File: src/hdl/posit_pkg.sv
/*
 * Posit datapath package.
 * Operation codes and the width helpers shared by the posit arithmetic unit.
 */
package posit_pkg;

    localparam int OP_SIZE = 2;

    typedef enum logic [OP_SIZE-1:0] {
        ADD = 2'd0,
        SUB = 2'd1,
        MUL = 2'd2,
        DIV = 2'd3
    } op_t;

    // Signed total exponent, regime * 2^es + exponent, with headroom for mul and div.
    function automatic int te_size(input int n, input int es);
        return $clog2(n) + es + 3;
    endfunction

    // Hidden bit plus the longest fraction field.
    function automatic int mant_size(input int n, input int es);
        return n - es - 2;
    endfunction

    // Fraction width at the core_op output.
    function automatic int frac_full_size(input int n, input int es);
        return 2 * mant_size(n, es);
    endfunction

endpackage
File: src/hdl/posit_unit.sv
/*
 * Pipelined posit arithmetic unit.
 * Decode, register, compute and encode with special-case override. Two-cycle latency.
 */
`timescale 1ns/1ps

module posit_unit #(
    parameter int  N  = 16,
    parameter int  ES = 1,
    localparam int TE = posit_pkg::te_size(N, ES),
    localparam int M  = posit_pkg::mant_size(N, ES),
    localparam int F  = posit_pkg::frac_full_size(N, ES)
) (
    input  logic           clk,
    input  logic           rst_n,
    input  logic           in_valid,
    input  posit_pkg::op_t op,
    input  logic [N-1:0]   a,
    input  logic [N-1:0]   b,
    output logic           out_valid,
    output logic [N-1:0]   result
);

    localparam logic [N-1:0] NAR = {1'b1, {(N-1){1'b0}}};

    logic [N-1:0]         opnd [2];
    logic                 d_sign [2];
    logic signed [TE-1:0] d_te [2];
    logic [M-1:0]         d_mant [2];
    logic                 d_zero [2];
    logic                 d_nar [2];

    logic                 valid_q;
    posit_pkg::op_t       op_q;
    logic [N-1:0]         opnd_q [2];
    logic                 sign_q [2];
    logic signed [TE-1:0] te_q [2];
    logic [M-1:0]         mant_q [2];
    logic                 zero_q [2];
    logic                 nar_q [2];

    logic signed [TE-1:0] te_core;
    logic [F-1:0]         frac_core;
    logic                 trunc_core;
    logic                 sign_add_sub;
    logic                 is_add_sub;
    logic                 res_sign;
    logic                 cancel;
    logic [N-1:0]         enc_word;
    logic [N-1:0]         final_word;

    assign opnd[0] = a;
    assign opnd[1] = b;

    for (genvar g = 0; g < 2; g++) begin : g_dec
        posit_decode #(.N(N), .ES(ES)) dec_i (
            .word(opnd[g]), .sign(d_sign[g]), .te(d_te[g]), .mant(d_mant[g]),
            .is_zero(d_zero[g]), .is_nar(d_nar[g])
        );
    end

    // Stage 1, decoded operands.
    always_ff @(posedge clk) begin
        if (!rst_n) begin
            valid_q <= 1'b0;
        end else begin
            valid_q <= in_valid;
        end
    end

    always_ff @(posedge clk) begin
        if (in_valid) begin
            op_q <= op;
            for (int i = 0; i < 2; i++) begin
                opnd_q[i] <= opnd[i];
                sign_q[i] <= d_sign[i];
                te_q[i]   <= d_te[i];
                mant_q[i] <= d_mant[i];
                zero_q[i] <= d_zero[i];
                nar_q[i]  <= d_nar[i];
            end
        end
    end

    core_op #(.N(N), .ES(ES)) core_op_i (
        .op(op_q), .sign1(sign_q[0]), .sign2(sign_q[1]),
        .te1(te_q[0]), .te2(te_q[1]), .mant1(mant_q[0]), .mant2(mant_q[1]),
        .te_out_core_op(te_core), .frac_out_core_op(frac_core),
        .frac_truncated(trunc_core), .sign_out(sign_add_sub)
    );

    assign is_add_sub = (op_q == posit_pkg::ADD) || (op_q == posit_pkg::SUB);
    assign res_sign   = is_add_sub ? sign_add_sub : sign_q[0] ^ sign_q[1];

    // Equal magnitudes with opposite effective signs cancel exactly.
    assign cancel = is_add_sub && te_q[0] == te_q[1] && mant_q[0] == mant_q[1]
                    && (sign_q[0] ^ sign_q[1] ^ (op_q == posit_pkg::SUB));

    posit_encode #(.N(N), .ES(ES)) enc_i (
        .sign(res_sign), .te(te_core), .frac(frac_core),
        .frac_truncated(trunc_core), .word(enc_word)
    );

    always_comb begin
        final_word = enc_word;
        if (nar_q[0] || nar_q[1] || (op_q == posit_pkg::DIV && zero_q[1])) begin
            final_word = NAR;
        end else if (op_q == posit_pkg::MUL && (zero_q[0] || zero_q[1])) begin
            final_word = '0;
        end else if (op_q == posit_pkg::DIV && zero_q[0]) begin
            final_word = '0;
        end else if (zero_q[1]) begin
            final_word = opnd_q[0]; // a + 0 and a - 0.
        end else if (zero_q[0]) begin
            final_word = (op_q == posit_pkg::SUB) ? -opnd_q[1] : opnd_q[1];
        end else if (cancel) begin
            final_word = '0;
        end
    end

    // Stage 2, result register.
    always_ff @(posedge clk) begin
        if (!rst_n) begin
            out_valid <= 1'b0;
            result    <= '0;
        end else begin
            out_valid <= valid_q;
            if (valid_q) begin
                result <= final_word;
            end
        end
    end

endmodule

File: src/hdl/posit_encode.sv
/*
 * Posit encoder.
 * Builds regime, exponent and fraction from te, rounds to nearest even.
 */
`timescale 1ns/1ps

module posit_encode #(
    parameter int  N  = 16,
    parameter int  ES = 1,
    localparam int TE = posit_pkg::te_size(N, ES),
    localparam int F  = posit_pkg::frac_full_size(N, ES),
    localparam int W  = 2 + ES + F + N
) (
    input  logic                 sign,
    input  logic signed [TE-1:0] te,
    input  logic [F-1:0]         frac,
    input  logic                 frac_truncated,
    output logic [N-1:0]         word
);

    logic signed [TE-1:0] k;
    logic [TE-1:0]        shamt;
    logic [W-1:0]         seed;
    logic [W-1:0]         body;
    logic [N-2:0]         trunc_mag;
    logic                 guard;
    logic                 sticky;
    logic                 round_up;
    logic [N-1:0]         rounded;
    logic [N-2:0]         mag;

    assign k = te >>> ES; // Regime value, floor division.

    // Shift the terminator right, filling with the regime run.
    assign shamt = k[TE-1] ? ~k : k;
    assign seed  = {~k[TE-1], k[TE-1], te[ES-1:0], frac, {N{1'b0}}};

    always_comb begin
        if (k[TE-1]) begin
            body = seed >> shamt;
        end else begin
            body = $signed(seed) >>> shamt;
        end
    end

    assign trunc_mag = body[W-1 -: N-1];
    assign guard     = body[W-N];
    assign sticky    = |body[W-N-1:0] | frac_truncated;
    assign round_up  = guard & (sticky | trunc_mag[0]); // Ties go to even.
    assign rounded   = {1'b0, trunc_mag} + N'(round_up);

    // Never round into zero or NaR.
    always_comb begin
        if (k > N - 2 || rounded[N-1]) begin
            mag = {(N-1){1'b1}};
        end else if (k < 2 - N) begin
            mag = {{(N-2){1'b0}}, 1'b1};
        end else begin
            mag = rounded[N-2:0];
        end
    end

    assign word = sign ? -{1'b0, mag} : {1'b0, mag};

endmodule

File: src/hdl/core_op.sv
/*
 * Arithmetic core selector.
 * Runs add/sub, mul and div side by side and picks the result for op.
 */
`timescale 1ns/1ps

module core_op #(
    parameter int  N  = 16,
    parameter int  ES = 1,
    localparam int TE = posit_pkg::te_size(N, ES),
    localparam int M  = posit_pkg::mant_size(N, ES),
    localparam int F  = posit_pkg::frac_full_size(N, ES)
) (
    input  posit_pkg::op_t       op,
    input  logic                 sign1,
    input  logic                 sign2,
    input  logic signed [TE-1:0] te1,
    input  logic signed [TE-1:0] te2,
    input  logic [M-1:0]         mant1,
    input  logic [M-1:0]         mant2,
    output logic signed [TE-1:0] te_out_core_op,
    output logic [F-1:0]         frac_out_core_op,
    output logic                 frac_truncated,
    output logic                 sign_out
);

    logic [2*M-1:0]       mant_add_sub;
    logic [2*M-1:0]       mant_mul;
    logic [F-1:0]         mant_div;
    logic signed [TE-1:0] te_add_sub;
    logic signed [TE-1:0] te_mul;
    logic signed [TE-1:0] te_div;
    logic                 trunc_add_sub;
    logic                 trunc_mul;
    logic                 trunc_div;
    logic [F-1:0]         frac_add_sub;
    logic [F-1:0]         frac_mul;

    core_add_sub #(.N(N), .ES(ES)) add_sub_i (
        .te1(te1), .te2(te2), .mant1(mant1), .mant2(mant2),
        .sign1(sign1), .sign2(sign2), .sub(op == posit_pkg::SUB),
        .mant_out(mant_add_sub), .te_out(te_add_sub),
        .sign_out(sign_out), .frac_truncated(trunc_add_sub)
    );

    core_mul #(.N(N), .ES(ES)) mul_i (
        .te1(te1), .te2(te2), .mant1(mant1), .mant2(mant2),
        .mant_out(mant_mul), .te_out(te_mul), .frac_truncated(trunc_mul)
    );

    core_div #(.N(N), .ES(ES)) div_i (
        .te1(te1), .te2(te2), .mant1(mant1), .mant2(mant2),
        .mant_out(mant_div), .te_out(te_div), .frac_truncated(trunc_div)
    );

    // Left-align, then shift out the carry and hidden bits.
    assign frac_add_sub = (F'(mant_add_sub) << (F - 2 * M)) << 2;
    assign frac_mul     = (F'(mant_mul) << (F - 2 * M)) << 2;

    always_comb begin
        case (op)
            posit_pkg::MUL: begin
                te_out_core_op   = te_mul;
                frac_out_core_op = frac_mul;
                frac_truncated   = trunc_mul;
            end
            posit_pkg::DIV: begin
                te_out_core_op   = te_div;
                frac_out_core_op = mant_div; // Already fraction only.
                frac_truncated   = trunc_div;
            end
            default: begin
                te_out_core_op   = te_add_sub;
                frac_out_core_op = frac_add_sub;
                frac_truncated   = trunc_add_sub;
            end
        endcase
    end

endmodule

File: src/hdl/core_div.sv
/*
 * Mantissa divider.
 * Unrolled restoring division with exponent subtraction and normalization.
 */
`timescale 1ns/1ps

module core_div #(
    parameter int  N  = 16,
    parameter int  ES = 1,
    localparam int TE = posit_pkg::te_size(N, ES),
    localparam int M  = posit_pkg::mant_size(N, ES),
    localparam int F  = posit_pkg::frac_full_size(N, ES),
    localparam int Q  = F + 2
) (
    input  logic signed [TE-1:0] te1,
    input  logic signed [TE-1:0] te2,
    input  logic [M-1:0]         mant1,
    input  logic [M-1:0]         mant2,
    output logic [F-1:0]         mant_out,
    output logic signed [TE-1:0] te_out,
    output logic                 frac_truncated
);

    logic [Q-1:0] quot; // One integer bit, Q-1 fraction bits.
    logic [M:0]   rem;

    always_comb begin
        rem = {1'b0, mant1};
        for (int i = Q - 1; i >= 0; i--) begin
            if (rem >= {1'b0, mant2}) begin
                quot[i] = 1'b1;
                rem     = rem - {1'b0, mant2};
            end else begin
                quot[i] = 1'b0;
            end
            rem = rem << 1;
        end
    end

    // Quotient below one needs one more left shift.
    assign mant_out = quot[Q-1] ? quot[Q-2:1] : quot[Q-3:0];
    assign te_out   = te1 - te2 - TE'(!quot[Q-1]);

    assign frac_truncated = (rem != '0) | (quot[Q-1] & quot[0]);

endmodule

File: src/hdl/core_mul.sv
/*
 * Mantissa multiplier.
 * Forms the full product, adds exponents and normalizes into [1, 2).
 */
`timescale 1ns/1ps

module core_mul #(
    parameter int  N  = 16,
    parameter int  ES = 1,
    localparam int TE = posit_pkg::te_size(N, ES),
    localparam int M  = posit_pkg::mant_size(N, ES)
) (
    input  logic signed [TE-1:0] te1,
    input  logic signed [TE-1:0] te2,
    input  logic [M-1:0]         mant1,
    input  logic [M-1:0]         mant2,
    output logic [2*M-1:0]       mant_out,
    output logic signed [TE-1:0] te_out,
    output logic                 frac_truncated
);

    logic [2*M-1:0] product;
    logic           ovf;

    assign product = mant1 * mant2;
    assign ovf     = product[2*M-1]; // Product is two or more.

    // Leading one ends up one below the top bit.
    assign mant_out       = ovf ? product >> 1 : product;
    assign te_out         = te1 + te2 + TE'(ovf);
    assign frac_truncated = ovf & product[0];

endmodule

File: src/hdl/core_add_sub.sv
/*
 * Mantissa adder and subtractor.
 * Aligns, adds or subtracts, then normalizes with a leading-zero count.
 */
`timescale 1ns/1ps

module core_add_sub #(
    parameter int  N   = 16,
    parameter int  ES  = 1,
    localparam int TE  = posit_pkg::te_size(N, ES),
    localparam int M   = posit_pkg::mant_size(N, ES),
    localparam int R   = 2 * M,
    localparam int LZW = $clog2(R + 1)
) (
    input  logic signed [TE-1:0] te1,
    input  logic signed [TE-1:0] te2,
    input  logic [M-1:0]         mant1,
    input  logic [M-1:0]         mant2,
    input  logic                 sign1,
    input  logic                 sign2,
    input  logic                 sub,
    output logic [R-1:0]         mant_out,
    output logic signed [TE-1:0] te_out,
    output logic                 sign_out,
    output logic                 frac_truncated
);

    logic                 sign2_eff;
    logic                 swap;
    logic                 eff_sub;
    logic signed [TE-1:0] te_big;
    logic [TE-1:0]        te_diff;
    logic [TE-1:0]        shamt;
    logic [R-1:0]         big_ext;
    logic [R-1:0]         small_ext;
    logic [2*R-1:0]       small_full;
    logic [R-1:0]         small_sh;
    logic                 sticky;
    logic [R-1:0]         sum;
    logic [LZW-1:0]       lz;

    assign sign2_eff = sign2 ^ sub;
    assign eff_sub   = sign1 ^ sign2_eff;
    assign swap      = (te2 > te1) || (te2 == te1 && mant2 > mant1); // Larger magnitude first.

    assign te_big    = swap ? te2 : te1;
    assign te_diff   = swap ? te2 - te1 : te1 - te2;
    assign shamt     = (te_diff > TE'(R)) ? TE'(R) : te_diff;
    assign sign_out  = swap ? sign2_eff : sign1;

    // Carry bit, hidden bit, then fraction and guard bits.
    assign big_ext   = {1'b0, swap ? mant2 : mant1, {(M-1){1'b0}}};
    assign small_ext = {1'b0, swap ? mant1 : mant2, {(M-1){1'b0}}};

    assign small_full = {small_ext, {R{1'b0}}} >> shamt;
    assign small_sh   = small_full[2*R-1:R];
    assign sticky     = |small_full[R-1:0]; // Bits lost off the right.

    // A lost tail lowers the difference by less than one LSB.
    assign sum = eff_sub ? big_ext - small_sh - R'(sticky) : big_ext + small_sh;

    always_comb begin
        lz = LZW'(R);
        for (int i = 0; i < R; i++) begin
            if (sum[i]) begin
                lz = LZW'(R - 1 - i);
            end
        end
    end

    always_comb begin
        if (sum[R-1]) begin // Carry out, shift right.
            mant_out       = sum >> 1;
            te_out         = te_big + TE'(1);
            frac_truncated = sticky | sum[0];
        end else begin
            mant_out       = sum << (lz - 1'b1);
            te_out         = te_big - TE'(lz) + TE'(1);
            frac_truncated = sticky;
        end
    end

endmodule

File: src/hdl/posit_decode.sv
/*
 * Posit decoder.
 * Splits one posit word into sign, total exponent and mantissa with hidden bit.
 */
`timescale 1ns/1ps

module posit_decode #(
    parameter int  N  = 16,
    parameter int  ES = 1,
    localparam int TE = posit_pkg::te_size(N, ES),
    localparam int M  = posit_pkg::mant_size(N, ES)
) (
    input  logic [N-1:0]         word,
    output logic                 sign,
    output logic signed [TE-1:0] te,
    output logic [M-1:0]         mant,
    output logic                 is_zero,
    output logic                 is_nar
);

    logic [N-1:0]        neg_word;
    logic [N-2:0]        body;
    logic [N-2:0]        rest;
    logic [$clog2(N):0]  run;
    logic                run_done;
    logic signed [TE-1:0] regime;
    logic [ES-1:0]       exp_bits;

    assign is_zero  = (word == '0);
    assign is_nar   = (word == {1'b1, {(N-1){1'b0}}});
    assign sign     = word[N-1];
    assign neg_word = -word;
    assign body     = sign ? neg_word[N-2:0] : word[N-2:0]; // Magnitude without sign.

    // Length of the regime run.
    always_comb begin
        run      = '0;
        run_done = 1'b0;
        for (int i = N - 2; i >= 0; i--) begin
            if (!run_done && body[i] == body[N-2]) begin
                run = run + 1'b1;
            end else begin
                run_done = 1'b1;
            end
        end
    end

    // Ones give run - 1, zeros give -run.
    assign regime = body[N-2] ? TE'(run) - TE'(1) : -TE'(run);

    assign rest     = body << (run + 1'b1); // Drop regime and terminator.
    assign exp_bits = rest[N-2 -: ES];
    assign te       = (regime <<< ES) + $signed(TE'(exp_bits));
    assign mant     = {1'b1, rest[N-2-ES -: M-1]};

endmodule

File: config.mk
export PLATFORM = sky130hd
export DESIGN_NAME = posit_unit
export DESIGN_NICKNAME = d
export VERILOG_FILES = /design/src/hdl/posit_pkg.sv /design/src/hdl/posit_unit.sv /design/src/hdl/posit_encode.sv /design/src/hdl/core_op.sv /design/src/hdl/core_div.sv /design/src/hdl/core_mul.sv /design/src/hdl/core_add_sub.sv /design/src/hdl/posit_decode.sv
export SDC_FILE = /design/constraint.sdc
export NUM_CORES = 2
export LEC_CHECK = 0
export BUFFER_PORTS_ARGS = -buffer_cell sky130_fd_sc_hd__buf_2
export CAP_MARGIN = 20
export CELL_PAD_IN_SITES_DETAIL_PLACEMENT = 0
export CELL_PAD_IN_SITES_GLOBAL_PLACEMENT = 1
export CORE_AREA = 2 2 298 300
export DETAILED_ROUTE_END_ITERATION = 12
export DIE_AREA = 0 0 300 302
export PLACE_DENSITY_LB_ADDON = 0.1
export REMOVE_ABC_BUFFERS = 1
export SETUP_SLACK_MARGIN = 0.15
export SLEW_MARGIN = 40
export SYNTH_ARGS = -nofsm -noshare
export SYNTH_HDL_FRONTEND = slang
export SYNTH_SLANG_ARGS = --single-unit
export TNS_END_PERCENT = 10
File: constraint.sdc
create_clock -name clk -period 103.5 [get_ports clk]
set_clock_uncertainty 0.15 [all_clocks]
set_input_delay 20.7 -clock clk [delete_from_list [all_inputs] [get_ports clk]]
set_output_delay 20.7 -clock clk [all_outputs]
set_load 0.01 [all_outputs]
==> reports/metrics.csv <==
metric;value;unit
status;completed;
worstReg2RegStart;mant_q[0][21];
slew_viol_final;0;
nets;6484;
grtUsageTotal;32.9;%
async_flop_share;0;%
yosysWarnings;0;
rows;109;
hpwl;119000;um
tns;0;ns
viasPerCell;6.30;
synth_area_leaders;ha_1 (15%), fa_1 (6.0%), edfxtp_1 (5.4%);
rr_worst_depth;436;
synth_top_area_share;15.0;%
route.detailed.drc;0;
met3_length;9490;um
cts_num_sinks;96;
h-tree-depth;3;
rsz0062_at_grt;false;
final_min_period_over_clock_period;91.8;%
worstPathMaxFanout;40;
yosysMostFrequentCell;nand2_1;
worstHoldStart;result[12];
start_util;49.5;%
clk_latency;0.38;ns
post-route-cell-area;45500;um2
antenna_found_initial;2;
cap_violations;0;
vias;43900;
wl_per_cell;21.9;um
route.met2.wl;70000;um
die_y;302;um
netlist_instances;5860;
grt-ovfl-total;0;
area_growth;4.98;%
grt_pass1_wl;238000;um
worstPathRequired;103.60;ns
die-area;90600;um2
synth-edff-count;78;
grt_pass1_vias;41700;
synthTopCellsByCount;nand2_1 (569), ha_1 (520), nor2_1 (512), a21oi_1 (402), inv_1 (353);
core;87600;um2
r2r_setup_slack;8.47;ns
synth_ff_type;edfxtp_1;
worst_setup_path_end_kind;flop;
r2r_end;result[10];
wirelength;152000;um
cts-root-buf;clkbuf_16;
io_buffers;53;
placed_cell_area;45100;um2
path_common_cell;o21a_1;
nFillCells;8902;
wl_met1;65600;um
cp.arrival;95.13;ns
max_freq;0.0105;GHz
ant_nets;0;
drtPass1Iterations;6;
slew_headroom;43.0;%
layout_min_cycle_time;95.03;ns
hold_depth;2;
cts_tree;built;
clockBufferDepth;2;
crit_path_top_delay_cell;edfxtp_1;
min_to;result[12];
grt_start_max_net_pins;66;
hold_viol;0;
synth_top_cell_by_area;ha_1;
tightestPinTransition;0.850;ns
topRoutingLayerUsed;met5;
hp-class;flop to flop;
fin_util;52.0;%
ys_ff_latch;96;
path_class;flop to flop;
cts_buffers;9;
ys_types;126;
die_w;300;um
cpPeakStageDelay;0.88;ns
place.gp.congestion;0.972;
postCtsSetupBuffers;0;
holdWs;0.319;ns
clkTransAtPathRegs;0.09;ns
drt_iter0_drc;3689;
ys_seq_area_share;6.23;%
io_pins;54;
drive_gt1_share;8.40;%
setup_violations;0;
start_kind;flop;
syn-mean-instance-area;7.40;um2
netlist_area;43400;um2
worst max path at each step:
stage / start / endpoint / slack, ns
floorplan: mant_q[0][13] / result[10] / 13.46
global placement: mant_q[0][21] / result[10] / 10.43
detailed placement: mant_q[0][21] / result[10] / 9.05
CTS: mant_q[0][21] / result[10] / 8.63
global route: mant_q[0][21] / result[10] / 0.31
finish: mant_q[0][21] / result[10] / 8.47
what timing repair did:
item | in CTS | in global routing
hold buffers | 0 | 0
setup endpoints to repair | 0 | 2
resized for setup | 0 | 1
registers in the layout, summed over array words and instances, names as in the netlist:
register,count
zero_q,2
op_q,2
result,16
opnd_q,31
te_q,16
mant_q,24
valid_q,1
nar_q,2
out_valid,1
sign_q,1
layout make-up:
cell class / instances / area, um2 / area share (%)
tap: 1165 / 1460 / 3.20
antenna: 1 / 2.50 / 0.00550
clock buffer: 10 / 229 / 0.503
sequential: 96 / 2700 / 5.94
inverter: 364 / 1370 / 3.00
clock inverter: 6 / 97.6 / 0.214
timing repair buffer: 148 / 997 / 2.19
multi-input combinational: 5177 / 38700 / 84.9
cell families after synthesis:
group                    after synthesis  share of synthesized area, %
AND/OR/NAND/NOR                     1912                          20.8
adder cells (fa/ha/maj)              658                          21.2
multiplexers                         368                          9.53
AO/OA/AOI/OAI                       1818                          28.4
buffers and inverters                587                          5.24
flip-flops                            96                          6.23
XOR/XNOR                             421                          8.50
critical path, delay by kind of cell, from the launching register on:
family	cells	cell delay, ns
buffers and inverters	21	4.30
multiplexers	15	4.26
XOR/XNOR	1	0.10
AO/OA/AOI/OAI	275	58.71
adder cells (fa/ha/maj)	29	9.18
flip-flops	1	0.88
AND/OR/NAND/NOR	95	17.04
layer usage:
layer	track usage [%]	vias up
met4	14.4	2
met2	54.9	1572
met1	43.0	20700
met5	0	-
li1	-	21300
met3	3.55	321
cell usage in the layout (no fill, tap or decap), types with 23 or more instances in the layout:
cell / instances
inv_1: 340
a22oi_1: 25
nor4_1: 29
o21bai_1: 69
buf_4: 93
a21o_1: 270
mux2i_1: 178
o31ai_1: 44
ha_1: 520
a21oi_1: 394
buf_2: 52
mux2_2: 161
nor2b_1: 47
xnor2_1: 227
fa_1: 131
a21boi_0: 26
o21a_1: 129
nand2_1: 569
o22ai_1: 36
edfxtp_1: 78
o21ai_1: 26
and3_1: 57
or3_1: 43
nand2b_1: 95
and2_1: 116
nand4_1: 33
or2_2: 23
xor2_1: 181
nand3_1: 117
o21ai_0: 286
o211ai_1: 60
nor2_1: 510
a211oi_1: 71
a31oi_1: 68
nor3_1: 191
per-stage QoR:
stage / setup slack, ns / cells
2_1_floorplan: 13.46 / 5637
3_3_place_gp: 10.43 / 6949
3_5_place_dp: 9.05 / 6949
4_1_cts: 8.63 / 6965
5_1_grt: 0.309 / 6966
6_report: 8.47 / 6967
Power is not shown: default switching activity piles up to over one toggle a cycle in this logic, so the estimate is an artifact.
